--- src/verilog/pdp_rdma_reg_pkg.sv ---
// pdp rdma register file shared definitions
// csb packet layouts, register map of the 4 KB window,
// status encodings and the launch parameter set of one group

package pdp_rdma_reg_pkg;

  ////////////////////////////////
  // widths
  ////////////////////////////////
  localparam int unsigned csb_addr_w   = 22;  // word address
  localparam int unsigned csb_data_w   = 32;
  localparam int unsigned reg_offset_w = 12;  // byte offset, 4 KB window
  localparam int unsigned dim_w        = 13;  // cube dimensions
  localparam int unsigned addr_field_w = 27;  // base address, line stride

  ////////////////////////////////
  // register map
  ////////////////////////////////
  // shared group
  localparam logic [reg_offset_w-1:0] reg_pointer_offs       = 12'h000; // producer b0, consumer b16
  localparam logic [reg_offset_w-1:0] reg_status_offs        = 12'h004; // read only
  // ping-pong groups, everything from here up
  localparam logic [reg_offset_w-1:0] group_base_offs        = 12'h008;
  localparam logic [reg_offset_w-1:0] op_enable_offs         = 12'h008;
  localparam logic [reg_offset_w-1:0] cube_in_width_offs     = 12'h00c;
  localparam logic [reg_offset_w-1:0] cube_in_height_offs    = 12'h010;
  localparam logic [reg_offset_w-1:0] cube_in_channel_offs   = 12'h014;
  localparam logic [reg_offset_w-1:0] src_base_addr_low_offs = 12'h018;
  localparam logic [reg_offset_w-1:0] src_line_stride_offs   = 12'h01c;

  // per-group status
  localparam logic [1:0] status_idle    = 2'd0;
  localparam logic [1:0] status_running = 2'd1;  // consumer on this group
  localparam logic [1:0] status_pending = 2'd2;  // armed, waiting its turn

  localparam int unsigned op_en_delay = 3;  // flops ahead of reg2dp_op_en

  // response kind bit
  localparam logic resp_id_read  = 1'b0;
  localparam logic resp_id_write = 1'b1;

  ////////////////////////////////
  // packets
  ////////////////////////////////
  // csb request, msb first: level at 62:61 down to addr at 21:0
  typedef struct packed {
    logic [1:0]            level;
    logic [3:0]            wrbe;
    logic                  srcpriv;
    logic                  nposted;
    logic                  write;
    logic [csb_data_w-1:0] wdat;
    logic [csb_addr_w-1:0] addr;
  } csb_req_t;

  typedef struct packed {
    logic                  kind;   // resp_id_read / resp_id_write
    logic                  error;
    logic [csb_data_w-1:0] rdat;
  } csb_resp_t;

  // one register access, valid the cycle after capture
  typedef struct packed {
    logic [reg_offset_w-1:0] offset;  // byte address
    logic [csb_data_w-1:0]   wr_data;
    logic                    wr_en;
    logic                    rd_en;
  } reg_access_t;

  typedef struct packed {
    logic [dim_w-1:0]        cube_in_width;
    logic [dim_w-1:0]        cube_in_height;
    logic [dim_w-1:0]        cube_in_channel;
    logic [addr_field_w-1:0] src_base_addr_low;
    logic [addr_field_w-1:0] src_line_stride;
  } rdma_cfg_t;

endpackage

--- src/verilog/csb_req_decode.sv ---
// csb request decoder
// captures one request per cycle, presents it as a byte-addressed
// register access the next cycle and registers the csb response
// (read data, or an empty write ack for non-posted writes)

`timescale 1ns/1ps

module csb_req_decode import pdp_rdma_reg_pkg::*; (
  input  logic                  nvdla_core_clk,
  input  logic                  nvdla_core_rstn,
  input  logic                  req_pvld,
  input  csb_req_t              req_pd,
  input  logic [csb_data_w-1:0] rd_data,     // merged readback, same cycle
  output reg_access_t           access,
  output logic                  resp_valid,
  output csb_resp_t             resp_pd
);

  logic      req_pvld_q;
  csb_req_t  req_q;
  logic      wr_ack;      // non-posted write needs a response
  csb_resp_t resp_next;

  ////////////////////////////////
  // request capture
  ////////////////////////////////
  always_ff @(posedge nvdla_core_clk or negedge nvdla_core_rstn) begin
    if (!nvdla_core_rstn) begin
      req_pvld_q <= 1'b0;
    end else begin
      req_pvld_q <= req_pvld;
    end
  end

  // packet only loads with valid
  always_ff @(posedge nvdla_core_clk) begin
    if (req_pvld) begin
      req_q <= req_pd;
    end
  end

  ////////////////////////////////
  // register access
  ////////////////////////////////
  // word address to byte offset, only the 4 KB window matters
  assign access.offset  = {req_q.addr[reg_offset_w-3:0], 2'b00};
  assign access.wr_data = req_q.wdat;
  assign access.wr_en   = req_pvld_q & req_q.write;
  assign access.rd_en   = req_pvld_q & ~req_q.write;

  assign wr_ack = access.wr_en & req_q.nposted;

  ////////////////////////////////
  // response
  ////////////////////////////////
  always_comb begin
    resp_next = resp_pd;                  // hold when nothing to report
    if (access.rd_en) begin
      resp_next.kind  = resp_id_read;
      resp_next.error = 1'b0;
      resp_next.rdat  = rd_data;          // contents before this edge
    end else if (wr_ack) begin
      resp_next.kind  = resp_id_write;
      resp_next.error = 1'b0;
      resp_next.rdat  = '0;               // write ack carries no data
    end
  end

  always_ff @(posedge nvdla_core_clk or negedge nvdla_core_rstn) begin
    if (!nvdla_core_rstn) begin
      resp_valid <= 1'b0;
      resp_pd    <= '0;
    end else begin
      resp_valid <= access.rd_en | wr_ack;  // posted writes stay silent
      resp_pd    <= resp_next;
    end
  end

endmodule

--- src/verilog/rdma_reg_group.sv ---
// ping-pong launch parameter group
// holds the five launch fields of one layer, decodes writes
// by offset, provides readback and flags op-enable writes

`timescale 1ns/1ps

module rdma_reg_group import pdp_rdma_reg_pkg::*; (
  input  logic                  nvdla_core_clk,
  input  logic                  nvdla_core_rstn,
  input  reg_access_t           access,
  input  logic                  wr_en,          // already qualified by select and op_en
  input  logic                  op_en,          // for readback only
  output rdma_cfg_t             cfg,
  output logic [csb_data_w-1:0] rd_data,
  output logic                  op_en_trigger
);

  ////////////////////////////////
  // field write
  ////////////////////////////////
  always_ff @(posedge nvdla_core_clk or negedge nvdla_core_rstn) begin
    if (!nvdla_core_rstn) begin
      cfg <= '0;
    end else if (wr_en) begin
      case (access.offset)
        cube_in_width_offs: begin
          cfg.cube_in_width <= access.wr_data[dim_w-1:0];
        end
        cube_in_height_offs: begin
          cfg.cube_in_height <= access.wr_data[dim_w-1:0];
        end
        cube_in_channel_offs: begin
          cfg.cube_in_channel <= access.wr_data[dim_w-1:0];
        end
        src_base_addr_low_offs: begin
          cfg.src_base_addr_low <= access.wr_data[addr_field_w-1:0];
        end
        src_line_stride_offs: begin
          cfg.src_line_stride <= access.wr_data[addr_field_w-1:0];
        end
        default: begin
          // op_enable and unmapped offsets hold nothing here
        end
      endcase
    end
  end

  // op_en itself lives in the launch controller, flag the write
  assign op_en_trigger = wr_en & (access.offset == op_enable_offs);

  ////////////////////////////////
  // readback
  ////////////////////////////////
  always_comb begin
    rd_data = '0;                               // unmapped reads zero
    case (access.offset)
      op_enable_offs:         rd_data[0]                = op_en;
      cube_in_width_offs:     rd_data[dim_w-1:0]        = cfg.cube_in_width;
      cube_in_height_offs:    rd_data[dim_w-1:0]        = cfg.cube_in_height;
      cube_in_channel_offs:   rd_data[dim_w-1:0]        = cfg.cube_in_channel;
      src_base_addr_low_offs: rd_data[addr_field_w-1:0] = cfg.src_base_addr_low;
      src_line_stride_offs:   rd_data[addr_field_w-1:0] = cfg.src_line_stride;
      default:                rd_data                   = '0;
    endcase
  end

endmodule

--- src/verilog/rdma_launch_ctrl.sv ---
// launch controller
// producer / consumer pointers and status of the shared group,
// per-group op_en, write qualification, read-data merge and
// selection of the parameter set that drives the datapath

`timescale 1ns/1ps

module rdma_launch_ctrl import pdp_rdma_reg_pkg::*; (
  input  logic                  nvdla_core_clk,
  input  logic                  nvdla_core_rstn,
  input  reg_access_t           access,
  input  logic                  done,              // layer complete
  input  rdma_cfg_t             d0_cfg,
  input  rdma_cfg_t             d1_cfg,
  input  logic [csb_data_w-1:0] d0_rd_data,
  input  logic [csb_data_w-1:0] d1_rd_data,
  input  logic                  d0_op_en_trigger,
  input  logic                  d1_op_en_trigger,
  output logic                  d0_wr_en,
  output logic                  d1_wr_en,
  output logic                  d0_op_en,
  output logic                  d1_op_en,
  output logic [csb_data_w-1:0] rd_data,
  output rdma_cfg_t             cfg,
  output logic                  op_en
);

  logic                   producer;
  logic                   consumer;
  logic [1:0]             grp_op_en;        // index = group
  logic [1:0]             grp_trigger;
  logic [1:0]             status [2];
  logic                   select_s;
  logic                   select_d0;
  logic                   select_d1;
  logic [csb_data_w-1:0]  s_rd_data;
  logic                   op_en_ori;        // op_en of consumer's group
  logic [op_en_delay-1:0] op_en_pipe;

  ////////////////////////////////
  // group select
  ////////////////////////////////
  assign select_s  = access.offset < group_base_offs;
  assign select_d0 = ~select_s & ~producer;
  assign select_d1 = ~select_s & producer;

  // armed groups are write protected
  assign d0_wr_en = access.wr_en & select_d0 & ~grp_op_en[0];
  assign d1_wr_en = access.wr_en & select_d1 & ~grp_op_en[1];

  ////////////////////////////////
  // pointers
  ////////////////////////////////
  always_ff @(posedge nvdla_core_clk or negedge nvdla_core_rstn) begin
    if (!nvdla_core_rstn) begin
      producer <= 1'b0;
      consumer <= 1'b0;
    end else begin
      if (access.wr_en && select_s && access.offset == reg_pointer_offs) begin
        producer <= access.wr_data[0];
      end
      if (done) begin
        consumer <= ~consumer;       // next layer, other group
      end
    end
  end

  ////////////////////////////////
  // op_en per group
  ////////////////////////////////
  assign grp_trigger = {d1_op_en_trigger, d0_op_en_trigger};

  always_ff @(posedge nvdla_core_clk or negedge nvdla_core_rstn) begin
    if (!nvdla_core_rstn) begin
      grp_op_en <= '0;
    end else begin
      for (int i = 0; i < 2; i++) begin
        if (!grp_op_en[i] && grp_trigger[i]) begin
          grp_op_en[i] <= access.wr_data[0];
        end else if (done && consumer == i[0]) begin
          grp_op_en[i] <= 1'b0;      // layer of this group finished
        end
      end
    end
  end

  assign d0_op_en = grp_op_en[0];
  assign d1_op_en = grp_op_en[1];

  always_comb begin
    for (int i = 0; i < 2; i++) begin
      status[i] = !grp_op_en[i]       ? status_idle    :
                  (consumer == i[0])  ? status_running :
                                        status_pending;
    end
  end

  ////////////////////////////////
  // readback merge
  ////////////////////////////////
  always_comb begin
    s_rd_data = '0;
    case (access.offset)
      reg_pointer_offs: begin
        s_rd_data[0]  = producer;
        s_rd_data[16] = consumer;
      end
      reg_status_offs: begin
        s_rd_data[1:0]   = status[0];
        s_rd_data[17:16] = status[1];
      end
      default: s_rd_data = '0;
    endcase
  end

  assign rd_data = ({csb_data_w{select_s}}  & s_rd_data)  |
                   ({csb_data_w{select_d0}} & d0_rd_data) |
                   ({csb_data_w{select_d1}} & d1_rd_data);

  ////////////////////////////////
  // datapath side
  ////////////////////////////////
  assign op_en_ori = consumer ? grp_op_en[1] : grp_op_en[0];

  // done flushes the line so the next group starts clean
  always_ff @(posedge nvdla_core_clk or negedge nvdla_core_rstn) begin
    if (!nvdla_core_rstn) begin
      op_en_pipe <= '0;
    end else if (done) begin
      op_en_pipe <= '0;
    end else begin
      op_en_pipe <= {op_en_pipe[op_en_delay-2:0], op_en_ori};
    end
  end

  assign op_en = op_en_pipe[op_en_delay-1];
  assign cfg   = consumer ? d1_cfg : d0_cfg;  // params follow the consumer

endmodule

--- src/verilog/pdp_rdma_reg_top.sv ---
// pdp rdma register file top
// csb decoder, two ping-pong parameter groups and the launch
// controller; request ready is always high

`timescale 1ns/1ps

module pdp_rdma_reg_top import pdp_rdma_reg_pkg::*; (
  input  logic      nvdla_core_clk,
  input  logic      nvdla_core_rstn,
  input  logic      csb_req_pvld,
  input  csb_req_t  csb_req_pd,
  input  logic      dp2reg_done,
  output logic      csb_req_prdy,
  output logic      csb_resp_valid,
  output csb_resp_t csb_resp_pd,
  output rdma_cfg_t reg2dp_cfg,
  output logic      reg2dp_op_en
);

  reg_access_t           access;
  logic [csb_data_w-1:0] rd_data;
  logic [csb_data_w-1:0] d0_rd_data;
  logic [csb_data_w-1:0] d1_rd_data;
  rdma_cfg_t             d0_cfg;
  rdma_cfg_t             d1_cfg;
  logic                  d0_wr_en;
  logic                  d1_wr_en;
  logic                  d0_op_en;
  logic                  d1_op_en;
  logic                  d0_op_en_trigger;
  logic                  d1_op_en_trigger;

  assign csb_req_prdy = 1'b1;  // never back-pressures

  csb_req_decode u_csb (
    .nvdla_core_clk  (nvdla_core_clk),
    .nvdla_core_rstn (nvdla_core_rstn),
    .req_pvld        (csb_req_pvld),
    .req_pd          (csb_req_pd),
    .rd_data         (rd_data),
    .access          (access),
    .resp_valid      (csb_resp_valid),
    .resp_pd         (csb_resp_pd)
  );

  rdma_reg_group u_group_d0 (
    .nvdla_core_clk  (nvdla_core_clk),
    .nvdla_core_rstn (nvdla_core_rstn),
    .access          (access),
    .wr_en           (d0_wr_en),
    .op_en           (d0_op_en),
    .cfg             (d0_cfg),
    .rd_data         (d0_rd_data),
    .op_en_trigger   (d0_op_en_trigger)
  );

  rdma_reg_group u_group_d1 (
    .nvdla_core_clk  (nvdla_core_clk),
    .nvdla_core_rstn (nvdla_core_rstn),
    .access          (access),
    .wr_en           (d1_wr_en),
    .op_en           (d1_op_en),
    .cfg             (d1_cfg),
    .rd_data         (d1_rd_data),
    .op_en_trigger   (d1_op_en_trigger)
  );

  rdma_launch_ctrl u_launch (
    .nvdla_core_clk   (nvdla_core_clk),
    .nvdla_core_rstn  (nvdla_core_rstn),
    .access           (access),
    .done             (dp2reg_done),
    .d0_cfg           (d0_cfg),
    .d1_cfg           (d1_cfg),
    .d0_rd_data       (d0_rd_data),
    .d1_rd_data       (d1_rd_data),
    .d0_op_en_trigger (d0_op_en_trigger),
    .d1_op_en_trigger (d1_op_en_trigger),
    .d0_wr_en         (d0_wr_en),
    .d1_wr_en         (d1_wr_en),
    .d0_op_en         (d0_op_en),
    .d1_op_en         (d1_op_en),
    .rd_data          (rd_data),
    .cfg              (reg2dp_cfg),
    .op_en            (reg2dp_op_en)
  );

endmodule

--- config.mk ---
export PLATFORM = sky130hd
export DESIGN_NAME = pdp_rdma_reg_top
export DESIGN_NICKNAME = d
export VERILOG_FILES = /design/src/verilog/pdp_rdma_reg_pkg.sv /design/src/verilog/csb_req_decode.sv /design/src/verilog/rdma_reg_group.sv /design/src/verilog/rdma_launch_ctrl.sv /design/src/verilog/pdp_rdma_reg_top.sv
export SDC_FILE = /design/constraint.sdc
export NUM_CORES = 1
export LEC_CHECK = 0
export BUFFER_PORTS_ARGS = -buffer_cell sky130_fd_sc_hd__buf_2
export CORE_MARGIN = 10
export CORE_UTILIZATION = 57
export DETAILED_ROUTE_END_ITERATION = 10
export PLACE_DENSITY_LB_ADDON = 0.2
export SYNTH_ARGS = -nofsm -noshare
export SYNTH_HDL_FRONTEND = slang
export SYNTH_SLANG_ARGS = --single-unit
--- constraint.sdc ---
create_clock -name nvdla_core_clk -period 3 [get_ports nvdla_core_clk]
set_input_delay 0.3 -clock nvdla_core_clk [delete_from_list [all_inputs] [get_ports nvdla_core_clk]]
set_output_delay 0.3 -clock nvdla_core_clk [all_outputs]
set_load 0.03 [all_outputs]
==> results of run 1 <==
-- layout make-up --
cell class / count / area [um^2] / area share, %
flip-flops and latches: 262 / 6755 / 45.40
multi-input cells: 525 / 5309 / 35.68
repair buffers: 237 / 1526 / 10.26
clock buffers: 41 / 800.8 / 5.382
well taps: 275 / 344.1 / 2.312
clock inverters: 13 / 121.4 / 0.8157
inverters: 6 / 22.52 / 0.1514
-- routing by layer --
metal,wire [um],global-route usage [%],share of wire (%),vias up
met5,0,0,0,-
met1,14000,30.36,43,4180
met3,1920,4.167,5.9,35
met4,453,4.088,1.4,0
li1,-,-,-,3596
met2,16100,37.88,50,257
-- cells by family after synthesis --
family | count (synthesis) | synth area share [%]
flops | 262 | 54.69
compound gates | 93 | 5.625
xor+xnor | 1 | 0.07096
other cells | 2 | 0.06083
simple gates | 76 | 3.892
mux | 348 | 32.91
buf+inv | 65 | 2.757
-- placed cells by master (no fill, tap or decap), drive strengths merged, types with 20 or more instances in the layout --
master / synthesis / final
buf: 36 / 197
mux2: 309 / 309
nor2: 21 / 21
edfxtp: 39 / 39
dlygate4sd3: 0 / 40
mux2i: 26 / 26
clkbuf: 23 / 41
o21ai: 20 / 20
a22o: 28 / 28
dfrtp: 223 / 223
-- critical path, delay by kind of cell, from the launching register on --
kind,cells,cell delay (ps)
buf+inv,2,630
mux,1,440
flops,1,520
-- registers in the layout (all words and copies together) (netlist names) --
name	flops
u_launch.grp_op_en	2
u_csb.access	37
u_group_d0.cfg	93
u_csb.req_q	2
u_launch.producer	1
u_csb.resp_valid	1
u_launch.consumer	1
u_group_d1.cfg	93
u_csb.resp_pd	28
u_csb.req_pvld_q	1
u_launch.op_en_pipe	3
-- worst max-delay path by stage --
stage	endpoint	cells past startpoint
detailed placement	u_group_d1.cfg[43]$_DFFE_PN0P_	5
global placement	u_group_d1.cfg[35]$_DFFE_PN0P_	5
floorplan	u_group_d0.cfg[83]$_DFFE_PN0P_	5
global route	u_group_d1.cfg[27]$_DFFE_PN0P_	5
finish	reg2dp_cfg[92]	3
CTS	u_group_d1.cfg[49]$_DFFE_PN0P_	5
-- where the power goes --
part	internal (uW)	switching (uW)
clock	2030	1410
sequential	3700	128
combinational	379	538
-- per-stage QoR --
stage,cell area (um^2),power (uW),std cells
floorplan,12360,4435,852
global placement,13560,4762,1265
detailed placement,13560,4764,1265
CTS,14880,8234,1359
global route,14880,8440,1359
finish,14880,8181,1359
==> flow_metrics.tcl, run 1 <==
set metrics [dict create \
    outcome "finished clean" \
    first_pass_iters 5 \
    setup_viol_count_final 0 \
    syn_area_per_cell_um2 14.58 \
    hold_depth 2 \
    hold_start "dp2reg_done" \
    finClkSkew_ps 20.18 \
    ios 197 \
    drcViolationCount 0 \
    syn_inst 847 \
    synth_edf_count 39 \
    yosysMostFrequentCell "mux2_2" \
    htreeDepth 1 \
    dp_slack_ps 501.3 \
    cp_max_fo 92 \
    area_delta_synth_final_pct 20.52 \
    slew_headroom_pct 31.20 \
    ys_top_cells_by_area "dfrtp_1 45%, mux2_2 27%, edfxtp_1 9.5%" \
    die_area_um2 27950 \
    crit_type "flop to output port" \
    yosysTopAreaCellShare_pct 45.20 \
    drive_gt1_share_pct 53.23 \
    clk_latency_ps 550 \
    cp-end-kind "output port" \
    fin_ws_ps 461.7 \
    synthArstFlopShare_pct 85.11 \
    via_count 8068 \
    initial_core_util_pct 58.36 \
    r2r-end "u_group_d1.cfg[44]$_DFFE_PN0P_" \
    ant_nets 0 \
    holdWs_ps 28.11 \
    port-buffer-count 165 \
    row_count 53 \
    grt_max_degree 93 \
    cp-start-kind "flop" \
    crit_chain "buf_12, mux2_2, buf_2" \
    cts-root-buf "clkbuf_16" \
    worst_r2r_path_depth 5 \
    fmax_mhz 394.0 \
    core_um2 21150 \
    worstHoldPathType "input port to flop" \
    ys_seq_area_share_pct 54.69 \
    crit_path_top_delay_cell "dfrtp_4" \
    ys.warnings.count 0 \
    cp.arrival_ps 2240 \
    grt_pass1_wl_um 51140 \
    yosysTopAreaCell "dfrtp_1" \
    die_height_um 167.2 \
    drt_iter0_drc 679 \
    worstPathRequired_ps 2700 \
    leakage_uw 0.007439 \
    synth_area_um2 12350 \
    setup_tns_ps 0 \
    viasPerCell 5.937 \
    grt-ovfl-total 0 \
    cts_resized 0 \
    gp_congestion 0.8254 \
    max_stage_delay_ps 520 \
    cts_setup_buffers 0 \
    cts_inserted_buffers 29 \
    ys_types 56 \
    netlist_top_cells_count "298 x mux2_2, 223 x dfrtp_1, 39 x edfxtp_1, 28 x a22o_1, 26 x mux2i_1" \
    nFillCells 1474 \
    final_util_pct 70.34 \
    rsz0062_at_grt "false" \
    slew_violations 0 \
    reg2reg_from "u_csb.access[45]$_DFFE_PP_" \
    track_usage_pct 22.59 \
    die_w_um 167.2 \
    cts_hold_buf 40 \
    clk_pin_slew_ps 60 \
    nNetsFinal 1128 \
    min_period_ps 2538 \
    fin_crit_sh_pct 84.61 \
    worstSetupStartpoint "u_launch.consumer$_DFFE_PN0P_" \
    hold_end "u_launch.op_en_pipe[2]$_DFF_PN0_" \
    synth_ff_type "dfrtp_1" \
    antenna_cells 0 \
    tightest_slew_ps 1030 \
    ff2ff_setup_slack_ps 480 \
    grt_pass1_vias 8667 \
    antenna_found_initial 0 \
    cts_tree "done" \
    hold_viol_final 0 \
    synth_seq_cells 262 \
    cts.sinks 262 \
    ir_drop_uv 494.1 \
    power.density_nw_per_um2 549.8 \
    clockBufferDepth 3 \
    wl_per_cell_um 23.89 \
    wl_um 32470 \
    cap_violations 0 \
    dp_hpwl_um 20340 \
]
Power figures use the tool's default switching activity.
==> run 2: changes to the inputs <==
clock period = 2.5 ns   (was 3 ns; I/O delays follow)
==> flow_metrics.tcl, run 2 (synthesized netlist as in run 1, its figures left out) <==
set metrics [dict create \
    outcome "finished clean" \
    seqPwrFrac_pct 48.1 \
    cts_inserted_buffers 28 \
    wl_per_cell_um 23.71 \
    cts_resized 0 \
    core_um2 21150 \
    dp_cells 1277 \
    slew_violations 0 \
    power.density_nw_per_um2 643.2 \
    crit_type "flop to flop" \
    ios 197 \
    p_comb_share_pct 12.3 \
    fin_area_um2 15050 \
    cts.sinks 262 \
    grt-ovfl-total 0 \
    dpl_cell_area_um2 13770 \
    nNetsFinal 1141 \
    antenna_found_initial 0 \
    min_period_ps 2316 \
    area_delta_synth_final_pct 21.90 \
    htreeDepth 1 \
    power_uw 9680 \
    cp-start-kind "flop" \
    leakage_uw 0.007510 \
    die_area_um2 27950 \
    final_common_cell "mux2_2" \
    worstHoldPathType "input port to flop" \
    switching_share_pct 25.67 \
    dp_hpwl_um 20780 \
    grt_max_degree 72 \
    port-buffer-count 165 \
    grt_pass1_vias 8725 \
    reg2reg_from "u_csb.access[42]$_DFFE_PP_" \
    drive_gt1_share_pct 53.33 \
    drt_iter0_drc 567 \
    viasPerCell 5.864 \
    first_pass_iters 5 \
    cts_tree "done" \
    ant_nets 0 \
    setup_viol_count_final 0 \
    cts-root-buf "clkbuf_16" \
    row_count 53 \
    grt_pass1_wl_um 50670 \
    setup_tns_ps 0 \
    die_w_um 167.2 \
    hold_start "csb_req_pvld" \
    finClkSkew_ps 15.78 \
    cap_violations 0 \
    p_sw_uw 2485 \
    worstPathRequired_ps 2920 \
    track_usage_pct 22.46 \
    antenna_cells 0 \
    tightest_slew_ps 760.2 \
    p_int_uw 7195 \
    drcViolationCount 0 \
    fmax_mhz 431.9 \
    cp-end-kind "flop" \
    hold_viol_final 0 \
    clk_pin_slew_ps 60 \
    clockBufferDepth 3 \
    final_cell_mix "298 x mux2_2, 222 x dfrtp_1, 164 x buf_2" \
    die_height_um 167.2 \
    ff2ff_setup_slack_ps 180 \
    initial_core_util_pct 58.36 \
    cp_max_fo 10 \
    clk_latency_ps 540 \
    fin_cells 1370 \
    cp.arrival_ps 2730 \
    ir_drop_uv 518.6 \
    wl_um 32480 \
    p_clk_share_pct 39.7 \
    fin_crit_sh_pct 92.62 \
    worstSetupStartpoint "u_csb.access[42]$_DFFE_PP_" \
    rsz0062_at_grt "false" \
    slew_headroom_pct 49.17 \
    via_count 8033 \
    gp_congestion 0.8182 \
]
==> run 2: cell count changes in the layout (fill, tap and decap cells not counted) <==
cell | previous run | this run
buf_12 | 4 | 14
clkbuf_1 | 9 | 14
buf_4 | 28 | 30
bufinv_16 | 2 | 0
clkinv_1 | 2 | 0
clkinvlp_4 | 2 | 0
buf_16 | 0 | 1
clkbuf_8 | 3 | 2
clkinv_2 | 6 | 5
dlygate4sd3_1 | 40 | 41
==> run 2: final cells by class <==
class                           instances  area (um^2)
Clock buffer                           45        805.8
Clock inverter                          6        33.78
Fill cell                            1453         6105
Inverter                                6        22.52
Multi-Input combinational cell        525         5309
Sequential cell                       262         6755
Tap cell                              275        344.1
Timing Repair Buffer                  251         1779
==> run 2: power by group through the flow <==
| stage | Combinational, uW | Clock, uW | Sequential [uW] |
|---|---|---|---|
| after floorplan | 737 | 0 | 4590 |
| after global placement | 1030 | 0 | 4760 |
| after detailed placement | 1030 | 0 | 4770 |
| after CTS | 1090 | 3910 | 4690 |
| after global routing | 1250 | 4070 | 4670 |
| final | 1190 | 3840 | 4650 |
==> run 2: layer usage <==
| layer | vias to the layer above | wire [um] | track usage (%) |
|---|---|---|---|
| met5 | - | 0 | 0 |
| met2 | 245 | 15470 | 36.68 |
| li1 | 3618 | - | - |
| met4 | 0 | 755 | 6.132 |
| met1 | 4120 | 14220 | 30.07 |
| met3 | 50 | 2029 | 4.377 |
==> run 2: path summary, 6_finish.rpt <==
kind	to	cells past startpoint
setup / recovery	u_group_d0.cfg[72]$_DFFE_PN0P_	6
hold / removal	u_csb.access[10]$_DFFE_PP_	1
setup reg to reg	u_group_d0.cfg[72]$_DFFE_PN0P_	6
hold reg to reg	u_launch.op_en_pipe[2]$_DFF_PN0_	1
max in group asynchronous	u_group_d1.cfg[74]$_DFFE_PN0P_	3
min in group asynchronous	u_csb.resp_pd[23]$_DFFE_PN0P_	2
==> run 2: worst max-delay path, stage by stage (launching register included) <==
cell	delay, ps
edfxtp_1	400
nor4_4	350
buf_4	250
nand4b_4	200
or3_1	430
buf_4	230
mux2_4	320
==> run 2: timing repair <==
item	in CTS	in global routing
hold buffers	41	0
setup buffers	0	1
endpoints found under the setup margin	0	28
endpoints found under the hold margin	111	0
==> run 2: per-stage QoR <==
step	hold WS (ps)	util (%)	setup slack, ps
3_3_place_gp	252.5	65.10	227.5
2_1_floorplan	-45.59	-	290.2
4_1_cts	217.4	71.01	22.81
3_5_place_dp	251.8	65.10	207.4
5_1_grt	212.6	71.14	110.4
6_report	210.2	71.14	184.5
==> run 3: changes to the inputs <==
CORE_UTILIZATION = 58   (was 57)
SYNTH_HIERARCHICAL = 1   (was default)
==> flow_metrics.tcl, run 3 <==
set metrics [dict create \
    die_w_um 175.5 \
    cp-end-kind "flop" \
    p_clk_share_pct 42.3 \
    ir_drop_uv 516.3 \
    track_usage_pct 22.67 \
    grt_pass1_wl_um 55790 \
    gp_congestion 0.8121 \
    crit_type "flop to flop" \
    hold_viol_final 0 \
    viasPerCell 5.760 \
    cp.arrival_ps 3010 \
    antenna_cells 0 \
    core_um2 23610 \
    switching_share_pct 25.06 \
    drt_iter0_drc 702 \
    port-buffer-count 170 \
    cp_max_fo 7 \
    syn_area_per_cell_um2 13.54 \
    via_count 9054 \
    dp_cells 1472 \
    ios 197 \
    p_comb_share_pct 11.1 \
    cts-root-buf "clkbuf_16" \
    area_delta_synth_final_pct 18.83 \
    final_util_pct 70.58 \
    dp_slack_ps -39.51 \
    cts.sinks 267 \
    clockBufferDepth 3 \
    clk_latency_ps 550 \
    fin_area_um2 16660 \
    p_int_uw 7526 \
    power_uw 10040 \
    setup_viol_count_final 40 \
    syn_inst 1036 \
    nNetsFinal 1298 \
    first_pass_iters 4 \
    tightest_slew_ps 864.8 \
    leakage_uw 0.008065 \
    fin_crit_sh_pct 103.2 \
    cap_violations 0 \
    fin_cells 1572 \
    min_period_ps 2580 \
    final_common_cell "mux2_2" \
    cts_inserted_buffers 29 \
    row_count 56 \
    final_cell_mix "242 x mux2_2, 226 x dfrtp_1, 169 x buf_2" \
    cp-start-kind "flop" \
    outcome "finished with violations" \
    fmax_mhz 387.6 \
    die_area_um2 30800 \
    die_height_um 175.5 \
    antenna_found_initial 0 \
    slew_headroom_pct 42.22 \
    finClkSkew_ps 20.32 \
    wl_um 35590 \
    drive_gt1_share_pct 51.64 \
    initial_core_util_pct 59.39 \
    drcViolationCount 0 \
    synth_area_um2 14020 \
    ys.warnings.count 6 \
    ant_nets 0 \
    dp_hpwl_um 23540 \
    violations "negative setup slack" \
    fin_ws_ps -80.26 \
    wl_per_cell_um 22.64 \
    worstHoldPathType "input port to flop" \
    dpl_cell_area_um2 15190 \
    power.density_nw_per_um2 602.6 \
    rsz0062_at_grt "true" \
    grt_pass1_vias 9717 \
    cts_tree "done" \
    clk_pin_slew_ps 60 \
    worstPathRequired_ps 2930 \
    grt-ovfl-total 0 \
    grt_max_degree 66 \
    p_sw_uw 2516 \
    slew_violations 0 \
    htreeDepth 1 \
    seqPwrFrac_pct 46.6 \
]
-- run 3: changes by cell type in the layout (fill, tap and decap cells not counted), sizes merged, moves of 6 or more --
cell	change
a21oi	+26
a221oi	-9
a32oi	+7
buf	+29
conb	+7
mux2	+25
mux2i	+37
mux4	-13
nand2	+16
nand3	-6
nor2	+37
nor3	-9
nor4	+11
o21ai	-18
-- run 3: final cells by class --
| cell class | instances | area, um^2 |
|---|---|---|
| Clock buffer | 41 | 842.1 |
| Clock inverter | 12 | 111.4 |
| Fill cell | 1651 | 6948 |
| Inverter | 4 | 15.01 |
| Multi-Input combinational cell | 648 | 6432 |
| Sequential cell | 267 | 6882 |
| Tap cell | 319 | 399.1 |
| Timing Repair Buffer | 281 | 1983 |
-- run 3: stage by stage --
stage,setup TNS [ps],hold slack (ps)
finish,-2049,151.5
global route,-6154,157.2
CTS,-307.8,155.1
detailed placement,-218.5,204.0
global placement,0,210.8
floorplan,-1227,-45.59
-- run 3: timing repair --
| action | in CTS | in global routing |
|---|---|---|
| setup endpoints to repair | 13 | 42 |
| endpoints found under the hold margin | 96 | 0 |
| hold buffers | 41 | 0 |
| cloned | 0 | 1 |
| pin swaps | 0 | 1 |
| gates resized for setup | 1 | 12 |
| buffers inserted | 1 | 4 |
-- run 3: path summary, 6_finish.rpt --
kind	slack, ps	cells after the start	from	end
setup reg to reg	-80	10	u_csb/access[45]$_DFFE_PP_	u_group_d1/cfg[23]$_DFFE_PN0P_
hold / removal	150	1	csb_req_pvld	u_csb/req_pvld_q$_DFF_PN0_
min in group asynchronous	230	2	nvdla_core_rstn	u_group_d1/cfg[35]$_DFFE_PN0P_
setup / recovery	-80	10	u_csb/access[45]$_DFFE_PP_	u_group_d1/cfg[23]$_DFFE_PN0P_
max in group asynchronous	1540	3	nvdla_core_rstn	u_launch/consumer$_DFFE_PN0P_
hold reg to reg	460	1	u_launch/op_en_pipe[0]$_DFF_PN0_	u_launch/op_en_pipe[1]$_DFF_PN0_
-- run 3: critical path: stages (launching register included) --
cell	delay [ps]
edfxtp_1	410
nor4_2	510
and3b_2	370
nor4bb_4	70
buf_4	130
buf_4	140
nand4_1	130
nor4_4	50
buf_4	170
clkbuf_16	170
mux2_4	300
-- run 3: power by group through the flow --
stage / clock, uW / sequential (uW) / combinational (uW)
floorplan: 0 / 4630 / 866
global placement: 0 / 4750 / 1050
detailed placement: 0 / 4750 / 1060
CTS: 4320 / 4680 / 1110
global route: 4510 / 4700 / 1180
finish: 4250 / 4680 / 1120
-- run 3: metal layers --
layer	track usage (%)	share of wire (%)	vias up
met1	29.42	43	4608
met3	4.482	6.3	63
met4	6.288	2.6	0
met2	37.89	48	277
li1	-	-	4106
met5	0	0	-
